<file path="src/rv_pkg.sv">
/*
  rv32i execute slice shared definitions
  widths, opcode and funct encodings, alu operations, instruction views
*/
package rv_pkg;

  //**********************************************************************
  // widths
  //**********************************************************************
  localparam int xlen       = 32;
  localparam int reg_addr_w = 5;
  localparam int num_regs   = 32;

  //**********************************************************************
  // major opcodes
  //**********************************************************************
  // register-register
  localparam logic [6:0] opc_op     = 7'b0110011;
  // register-immediate
  localparam logic [6:0] opc_op_imm = 7'b0010011;

  // funct3 field values
  localparam logic [2:0] f3_add  = 3'b000;
  localparam logic [2:0] f3_sll  = 3'b001;
  localparam logic [2:0] f3_slt  = 3'b010;
  localparam logic [2:0] f3_sltu = 3'b011;
  localparam logic [2:0] f3_xor  = 3'b100;
  localparam logic [2:0] f3_sr   = 3'b101;
  localparam logic [2:0] f3_or   = 3'b110;
  localparam logic [2:0] f3_and  = 3'b111;

  // funct7 picking sub / sra
  localparam logic [6:0] f7_alt = 7'b0100000;

  //**********************************************************************
  // alu operations
  //**********************************************************************
  typedef enum logic [3:0] {
    alu_add  = 4'd0,
    alu_sub  = 4'd1,
    alu_sll  = 4'd2,
    alu_slt  = 4'd3,
    alu_sltu = 4'd4,
    alu_xor  = 4'd5,
    alu_srl  = 4'd6,
    alu_sra  = 4'd7,
    alu_or   = 4'd8,
    alu_and  = 4'd9
  } alu_op_t;

  // one instruction word, seen as r-type or as i-type
  typedef union packed {
    struct packed {
      logic [6:0]            funct7;
      logic [reg_addr_w-1:0] rs2;
      logic [reg_addr_w-1:0] rs1;
      logic [2:0]            funct3;
      logic [reg_addr_w-1:0] rd;
      logic [6:0]            opcode;
    } r;
    struct packed {
      logic [11:0]           imm12;
      logic [reg_addr_w-1:0] rs1;
      logic [2:0]            funct3;
      logic [reg_addr_w-1:0] rd;
      logic [6:0]            opcode;
    } i;
  } instr_u;

endpackage

</file>
<file path="src/rv_alu.sv">
/*
  rv32i integer alu
  add, sub, logic ops, signed and unsigned compares, shifts
*/
`timescale 1ns/1ns

module rv_alu import rv_pkg::*; (
  input  alu_op_t         op,
  input  logic [xlen-1:0] a,
  input  logic [xlen-1:0] b,
  output logic [xlen-1:0] y
);

  logic [4:0] shamt;
  logic       lt_signed;
  logic       lt_unsigned;

  // shift amount from low bits only
  assign shamt = b[4:0];

  // compares
  assign lt_signed   = ($signed(a) < $signed(b));
  assign lt_unsigned = (a < b);

  //**********************************************************************
  // result mux
  //**********************************************************************
  always_comb begin
    case (op)
      alu_add: begin
        y = a + b;
      end
      alu_sub: begin
        y = a - b;
      end
      alu_sll: begin
        y = a << shamt;
      end
      alu_slt: begin
        // one or zero
        y = {{(xlen-1){1'b0}}, lt_signed};
      end
      alu_sltu: begin
        y = {{(xlen-1){1'b0}}, lt_unsigned};
      end
      alu_xor: begin
        y = a ^ b;
      end
      alu_srl: begin
        y = a >> shamt;
      end
      alu_sra: begin
        // sign fill from a[31]
        y = $unsigned($signed(a) >>> shamt);
      end
      alu_or: begin
        y = a | b;
      end
      alu_and: begin
        y = a & b;
      end
      default: begin
        y = '0;
      end
    endcase
  end

endmodule

</file>
<file path="src/rv_decode.sv">
/*
  rv32i op / op-imm decoder
  register selects, immediate, alu operation, write request, illegal flag
*/
`timescale 1ns/1ns

module rv_decode import rv_pkg::*; (
  input  instr_u                instr,
  input  logic                  instr_valid,
  output logic [reg_addr_w-1:0] rs1,
  output logic [reg_addr_w-1:0] rs2,
  output logic [reg_addr_w-1:0] rd,
  output alu_op_t               alu_op,
  output logic [xlen-1:0]       imm,
  output logic                  use_imm,
  output logic                  wr_req,
  output logic                  illegal_op
);

  logic       is_op;
  logic       is_op_imm;
  logic [2:0] funct3;
  logic       funct7_alt;

  //**********************************************************************
  // format detect
  //**********************************************************************
  // opcode sits in the same bits for both views
  assign is_op     = (instr.r.opcode == opc_op);
  assign is_op_imm = (instr.i.opcode == opc_op_imm);

  //**********************************************************************
  // field extraction
  //**********************************************************************
  always_comb begin
    // rs1, rd and funct3 share their bits in both views
    rs1        = instr.r.rs1;
    rs2        = instr.r.rs2;
    rd         = instr.r.rd;
    funct3     = instr.r.funct3;
    // upper imm bits of srai line up with funct7
    funct7_alt = (instr.r.funct7 == f7_alt);
    if (is_op_imm) begin
      // i view, no second source
      rs2 = '0;
    end
  end

  // sign extended i immediate
  assign imm     = {{(xlen-12){instr.i.imm12[11]}}, instr.i.imm12};
  assign use_imm = is_op_imm;

  //**********************************************************************
  // alu operation
  //**********************************************************************
  always_comb begin
    case (funct3)
      f3_add: begin
        // addi has no sub form
        if (is_op && funct7_alt) begin
          alu_op = alu_sub;
        end else begin
          alu_op = alu_add;
        end
      end
      f3_sll:  alu_op = alu_sll;
      f3_slt:  alu_op = alu_slt;
      f3_sltu: alu_op = alu_sltu;
      f3_xor:  alu_op = alu_xor;
      f3_sr: begin
        if (funct7_alt) begin
          alu_op = alu_sra;
        end else begin
          alu_op = alu_srl;
        end
      end
      f3_or:   alu_op = alu_or;
      f3_and:  alu_op = alu_and;
      default: alu_op = alu_add;
    endcase
  end

  //**********************************************************************
  // issue qualifiers
  //**********************************************************************
  assign wr_req     = instr_valid && (is_op || is_op_imm);
  assign illegal_op = instr_valid && !(is_op || is_op_imm);

endmodule

</file>
<file path="src/rv_exec_top.sv">
/*
  rv32i execute slice top
  decode, register file and alu with a registered result port
*/
`timescale 1ns/1ns

module rv_exec_top import rv_pkg::*; (
  input  logic                  clk,
  input  logic                  arst_n,
  // issue, one word per cycle, no ready
  input  logic                  instr_valid,
  input  instr_u                instr,
  // load return
  input  logic                  load_valid,
  input  logic [reg_addr_w-1:0] load_rd,
  input  logic [xlen-1:0]       load_data,
  // retire report
  output logic                  result_valid,
  output logic [reg_addr_w-1:0] result_rd,
  output logic [xlen-1:0]       result_data,
  output logic                  illegal
);

  logic [reg_addr_w-1:0] rs1_sel;
  logic [reg_addr_w-1:0] rs2_sel;
  logic [reg_addr_w-1:0] rd_sel;
  alu_op_t               alu_op;
  logic [xlen-1:0]       imm;
  logic                  use_imm;
  logic                  wr_req;
  logic                  illegal_op;
  logic [xlen-1:0]       rs1_data;
  logic [xlen-1:0]       rs2_data;
  logic [xlen-1:0]       alu_b;
  logic [xlen-1:0]       alu_y;

  //**********************************************************************
  // decode
  //**********************************************************************
  rv_decode decode_i (
    .instr       (instr),
    .instr_valid (instr_valid),
    .rs1         (rs1_sel),
    .rs2         (rs2_sel),
    .rd          (rd_sel),
    .alu_op      (alu_op),
    .imm         (imm),
    .use_imm     (use_imm),
    .wr_req      (wr_req),
    .illegal_op  (illegal_op)
  );

  //**********************************************************************
  // register file
  //**********************************************************************
  // alu result on port one so it beats a colliding load
  rv_regfile regfile_i (
    .clk      (clk),
    .arst_n   (arst_n),
    .sel_a    (rs1_sel),
    .sel_b    (rs2_sel),
    .data_a   (rs1_data),
    .data_b   (rs2_data),
    .sel_wr   (rd_sel),
    .wr_en    (wr_req),
    .wr_data  (alu_y),
    .sel_wr2  (load_rd),
    .wr2_en   (load_valid),
    .wr2_data (load_data)
  );

  //**********************************************************************
  // execute
  //**********************************************************************
  // op-imm takes the immediate as b
  assign alu_b = use_imm ? imm : rs2_data;

  rv_alu alu_i (
    .op (alu_op),
    .a  (rs1_data),
    .b  (alu_b),
    .y  (alu_y)
  );

  //**********************************************************************
  // result port
  //**********************************************************************
  // flags, one cycle pulse per instruction
  always_ff @(posedge clk or negedge arst_n) begin
    if (!arst_n) begin
      result_valid <= 1'b0;
      illegal      <= 1'b0;
    end else begin
      result_valid <= wr_req;
      illegal      <= illegal_op;
    end
  end

  // payload, held between legal instructions
  always_ff @(posedge clk) begin
    if (wr_req) begin
      result_rd   <= rd_sel;
      result_data <= alu_y;
    end
  end

endmodule

</file>
<file path="src/rv_regfile.sv">
/*
  rv32i register file, 32 entries
  two combinational reads, two prioritized write ports, x0 reads zero
*/
`timescale 1ns/1ns

module rv_regfile import rv_pkg::*; (
  input  logic                  clk,
  input  logic                  arst_n,
  // read ports
  input  logic [reg_addr_w-1:0] sel_a,
  input  logic [reg_addr_w-1:0] sel_b,
  output logic [xlen-1:0]       data_a,
  output logic [xlen-1:0]       data_b,
  // first write port, alu side
  input  logic [reg_addr_w-1:0] sel_wr,
  input  logic                  wr_en,
  input  logic [xlen-1:0]       wr_data,
  // second write port, load return
  input  logic [reg_addr_w-1:0] sel_wr2,
  input  logic                  wr2_en,
  input  logic [xlen-1:0]       wr2_data
);

  //**********************************************************************
  // storage
  //**********************************************************************
  // x0 has no storage
  logic [xlen-1:0] regs [1:num_regs-1];

  //**********************************************************************
  // read ports
  //**********************************************************************
  always_comb begin
    if (sel_a == '0) begin
      data_a = '0;
    end else begin
      data_a = regs[sel_a];
    end
  end

  always_comb begin
    if (sel_b == '0) begin
      data_b = '0;
    end else begin
      data_b = regs[sel_b];
    end
  end

  //**********************************************************************
  // write ports
  //**********************************************************************
  // per entry select
  // port one first, load port only if port one misses this entry
  // select zero never matches an entry so x0 writes vanish
  always_ff @(posedge clk or negedge arst_n) begin
    if (!arst_n) begin
      for (int i = 1; i < num_regs; i++) begin
        regs[i] <= '0;
      end
    end else begin
      for (int i = 1; i < num_regs; i++) begin
        if (wr_en && (sel_wr == reg_addr_w'(i))) begin
          regs[i] <= wr_data;
        end else if (wr2_en && (sel_wr2 == reg_addr_w'(i))) begin
          regs[i] <= wr2_data;
        end
      end
    end
  end

endmodule

</file>
<file path="config.mk">
export PLATFORM = sky130hd
export DESIGN_NAME = rv_exec_top
export DESIGN_NICKNAME = d
export VERILOG_FILES = /design/src/rv_pkg.sv /design/src/rv_alu.sv /design/src/rv_decode.sv /design/src/rv_exec_top.sv /design/src/rv_regfile.sv
export SDC_FILE = /design/constraint.sdc
export NUM_CORES = 2
export LEC_CHECK = 0
export BUFFER_PORTS_ARGS = -buffer_cell sky130_fd_sc_hd__buf_2
export CAP_MARGIN = 0
export CORE_MARGIN = 2
export CORE_UTILIZATION = 40
export CTS_BUF_LIST = sky130_fd_sc_hd__clkbuf_8
export CTS_CLUSTER_DIAMETER = 200
export CTS_CLUSTER_SIZE = 28
export DETAILED_ROUTE_END_ITERATION = 8
export PLACE_DENSITY_LB_ADDON = 0.1
export RECOVER_POWER = 25
export SYNTH_ARGS = -nofsm -noshare
export SYNTH_HDL_FRONTEND = slang
export SYNTH_SLANG_ARGS = --single-unit
</file>
<file path="constraint.sdc">
create_clock -name clk -period 5.55 [get_ports clk]
set_clock_uncertainty 0.1 [all_clocks]
set_input_delay 0 -clock clk [delete_from_list [all_inputs] [get_ports clk]]
set_output_delay 0 -clock clk [all_outputs]
set_load 0.01 [all_outputs]
</file>
==> impl.org <==
** Floorplanning
- Horizontal extent of the die :: 435 um
- Number of ports placed on the die boundary :: 112
- The floorplan step defined a die boundary enclosing 189,000 sq um.
- Site row count :: 158
- The region available for standard cell placement spans 185,000 sq um.
- Vertical die dimension :: 435 um
- For this configuration, the core starts out at a cell density of 40.1%.

** Layout
- Layout cell share with drive strength beyond 1 :: 24.4%
- Post-Route Utilization :: 49.1%
- The net count of the finished layout is 9,644.
- Post-synthesis to final-layout area growth :: 22.3%
- Final non-filler cell area :: 90,700 sq um
- Filler instances :: 17,800

** Timing
- The worst path uses 104% of the clock period.
- In the post-route analysis, the smallest setup slack over all paths is -0.206 ns.
- Total negative slack :: -9.75 ns
- Fmax :: 0.174 GHz
- WHS :: 0.103 ns
- Setup repair after global routing could not meet its margin everywhere.
- Headroom to the max-slew limit came out at -123%.
- Subtracting the final worst setup slack from the clock period gives 5.76 ns.
- Final Hold Vio Count :: 0
- Setup violators final :: 159
- The final count of pins violating max slew is 569.
- For the pin with the worst max-slew slack, the measured transition is 3.34 ns.

** CTS
- CTS buffer count :: 42
- The later pin in the worst-skew pair is clocked with a latency of 0.98 ns.
- Number of clock sinks seen by CTS :: 1,031
- Clock input transition at the sequential cells of the worst setup and hold paths :: 0.19 ns
- Clock root cell :: clkbuf_8
- The H-tree was split into 2 levels.
- No sink is reached through more buffers than the 3 on the longest clock path.
- Clock tree from TritonCTS :: done

** Global routing
- Total global routing overflow :: 0
- First-pass GRT wire length :: 608,000 um
- The via count of the first global-routing pass was 77,500.
- GR met3 Demand/Resource :: 12.9%
- In the global route stage, met1 resource usage came out at 56.8%.
- The number of antenna violations at the first check in global routing came to 28.
- Global-route track usage on met2 :: 66.6%
- In the global route stage, overall resource usage came out at 45.2%.
- Entering global routing, the biggest net connects 145 pins.
- GRT Max-Usage Layer :: met2

** Synth
- Avg Synthesized Cell Area :: 8.37 sq um
- Among all flip-flop cells after synthesis, the most frequent one is dfrtp_1.
- Counting distinct cell types in the post-synthesis netlist gives 101.
- Synthesized Nets :: 9,033
- Summing the sequential cell areas from Yosys gives 35.1% of the chip area.
- Yosys warning total :: 0
- Synthesis inferred 1,031 register bits.
- Number of enable flip-flop cells after synthesis :: 37
- The synthesized netlist occupies a cell area of 74,100 sq um.
- Post-synthesis instance total :: 8,858
- Post-synthesis async set-or-reset flop share :: 96.4%

** Pwr
- The worst-case IR drop observed on VDD is 0.000279 V.
- Switching power :: 0.0118 W
- Power spread over the standard cell area amounts to 305 nW/um^2.
- Sequential fraction of design power :: 37.0%
- Switching part of the total :: 42.5%
- Combinational cells account for 50.5% of the total power.
- For this design the static power due to leakage is 38.4 nW.
- Internal power comes to 0.0159 W.
- The clock network is responsible for 12.5% of the overall power.
- The completed layout was analyzed and its total power is 0.0277 W.

** Hold path
- Worst Hold Class :: primary input to flop

** Detailed routing
- DRT Pass-1 Iters :: 7
- In this run the remaining antenna-violating nets after routing total 0.
- Via-to-Cell Ratio :: 6.90
- After detailed routing, the total wire length is 445,000 um.
- For this block, the via count after detailed routing is 82,700.
- After detailed routing, the number of remaining DRC violations is 0.
- After detailed routing, the average wire length per cell comes to 37.2 um.
- The detailed router finished its first iteration with 12,600 violations.

** Worst setup path
- The worst setup path is captured at a flop.
- Data required time at the worst endpoint :: 6.23 ns
- Classification of the worst setup path :: flop to flop
- Among all stages on the critical path, the largest delay is contributed by mux2i_1.
- Category of the worst setup path launch point :: flop
- Largest stage delay on the critical path :: 0.63 ns
- Series of cell instances along the critical path :: mux2i_1 > a211oi_1 > a221o_2 > o21ai_1 > nand2_1 > buf_12 > o21a_1 > ha_4 > nand2_4 > o21a_4 > buf_6 > a2111oi_4 > a21oi_2 > a21oi_2 > buf_4 > xnor2_2 > a22oi_1 > buf_4 > nand4_1 > a31oi_4 > buf_12 > buf_16 > a21oi_2
- Largest driver fanout on the critical path :: 8
- Data arrives at the worst endpoint at 6.43 ns.
- Cell mode on critical path :: a21oi_2

** Run status
- The checks that failed: capacitance limit, slew limit, setup timing.
- The flow ran to the end, but the final reports show violations.

** Place
- Summed over all nets, the half-perimeter wirelength after detailed placement is 292,000 um.
- At the end of routability-driven placement, the weighted congestion stood at 1.06.
- Summing all placed instances gives a cell area of 86,300 sq um.
- Number of buffers added on ports :: 111

** Flow run
- The tool flagged a number of max-cap violations equal to 10.
==> power groups by stage <==
stage	combinational (W)	sequential, W	clock (W)
global placement	0.0118	0.0103	0
global route	0.0146	0.0103	0.00364
CTS	0.0125	0.0101	0.00345
finish	0.0140	0.0102	0.00345
floorplan	0.00656	0.00979	0
detailed placement	0.0119	0.0103	0
==> layout by cell type, fill, tap and decap left out, types with 19 or more instances in the layout <==
master / n
nand2_1: 1553
buf_4: 1121
a21oi_1: 993
dfrtp_1: 991
a211oi_1: 607
nor2b_1: 556
and3_1: 427
mux4_2: 265
nand3_1: 229
nor2_1: 227
mux2i_1: 191
o21ai_0: 186
buf_12: 163
a21oi_2: 137
inv_1: 132
a221oi_1: 124
a31oi_1: 108
o22ai_1: 101
buf_2: 97
ha_1: 89
o211ai_1: 72
mux2_2: 71
dlygate4sd3_1: 58
nor2_4: 50
nand4_1: 48
o31ai_1: 44
nor3_1: 43
clkbuf_8: 43
a22oi_1: 41
edfxtp_1: 37
buf_6: 36
o22a_1: 29
o21ai_1: 24
or3_1: 23
o221ai_1: 22
clkbuf_16: 19
==> final cells by class <==
class	instances	area (sq um)	share of cell area [%]
inverters	133	512	0.564
clock inverters	18	82.6	0.0911
repair buffers	1535	14200	15.6
multi-input cells	6726	46200	50.9
flip-flops and latches	1031	26000	28.7
clock buffers	43	592	0.653
well taps	2480	3100	3.42
diodes	15	37.5	0.0414
==> what timing repair did <==
| action | in CTS | in global routing |
|---|---|---|
| buffers inserted | 34 | 37 |
| endpoints found under the hold margin | 1900 | 0 |
| hold buffers | 59 | 0 |
| cloned | 8 | 23 |
| setup endpoints to repair | 832 | 696 |
| resized for setup | 120 | 301 |
| pin swaps | 35 | 91 |
==> cell families after synthesis <==
group / synth area share, %
and+or+nand+nor: 21.3
AOI/OAI and AO/OA: 23.9
buffers and inverters: 6.06
DFF: 35.1
muxes: 11.7
adders and majority gates: 1.74
xor gates and xnor gates: 0.154
==> per-layer routing <==
layer  wire length, um  part of all wire [%]  vias up
met5               105                 0.024        -
met4             38100                   8.5       16
met1            164000                    37    41200
li1                  -                     -    33400
met3             56500                    13     1647
met2            187000                    42     6382
==> synth_stat cells, types with 18 or more instances <==
cell | n | area [sq um]
a211oi_1 | 617 | 4630
a21o_1 | 18 | 135
a21oi_1 | 1135 | 5680
a221oi_1 | 137 | 1200
a22oi_1 | 41 | 308
a31o_2 | 18 | 158
a31oi_1 | 124 | 776
and3_1 | 430 | 2690
buf_1 | 55 | 206
buf_2 | 165 | 826
buf_4 | 33 | 248
clkbuf_1 | 711 | 2670
dfrtp_1 | 994 | 24900
edfxtp_1 | 37 | 1110
ha_1 | 100 | 1250
inv_1 | 127 | 477
mux2_2 | 71 | 800
mux2i_1 | 194 | 1940
mux4_2 | 265 | 5970
nand2_1 | 1573 | 5900
nand2b_1 | 18 | 113
nand3_1 | 233 | 1170
nand4_1 | 48 | 300
nor2_1 | 287 | 1080
nor2b_1 | 560 | 3500
nor3_1 | 63 | 315
o211ai_1 | 72 | 541
o21a_1 | 18 | 135
o21ai_0 | 210 | 1050
o221ai_1 | 26 | 228
o22a_1 | 29 | 254
o22ai_1 | 102 | 638
o31ai_1 | 49 | 368
or3_1 | 31 | 194
==> critical path, delay by kind of cell, from the launching register on <==
| family | cells | cell delay, ns |
|---|---|---|
| xor+xnor | 1 | 0.05 |
| mux | 1 | 0.63 |
| simple gates | 3 | 0.42 |
| flops | 1 | 0.46 |
| compound gates | 11 | 2.43 |
| buf+inv | 6 | 1.07 |
| fa+ha+maj | 1 | 0.34 |
==> worst paths after layout <==
kind	startpoint	to	slack (ns)	depth (start not counted)
max in group asynchronous	arst_n	regfile_i.regs[262]	0.48	4
min in group asynchronous	arst_n	regfile_i.regs[501]	1.50	4
hold / removal	instr[12]	regfile_i.regs[834]	0.10	6
setup / recovery	regfile_i.regs[70]	regfile_i.regs[409]	-0.21	23
hold reg to reg	regfile_i.regs[838]	regfile_i.regs[838]	0.50	2
setup reg to reg	regfile_i.regs[70]	regfile_i.regs[409]	-0.21	23
==> through the flow <==
stage | setup slack [ns] | cells
3_5_place_dp | -1.52 | 11800
4_1_cts | -0.0790 | 11900
3_3_place_gp | -1.60 | 11800
2_1_floorplan | -0.00661 | 8858
6_report | -0.206 | 12000
5_1_grt | -0.184 | 12000
==> registers in the layout (all words and copies together) (netlist names) <==
| register | cells |
|---|---|
| result_valid | 1 |
| regfile_i.regs | 992 |
| illegal | 1 |
| result_rd | 5 |
| result_data | 32 |
No activity file was read; power rests on OpenSTA's default activity.
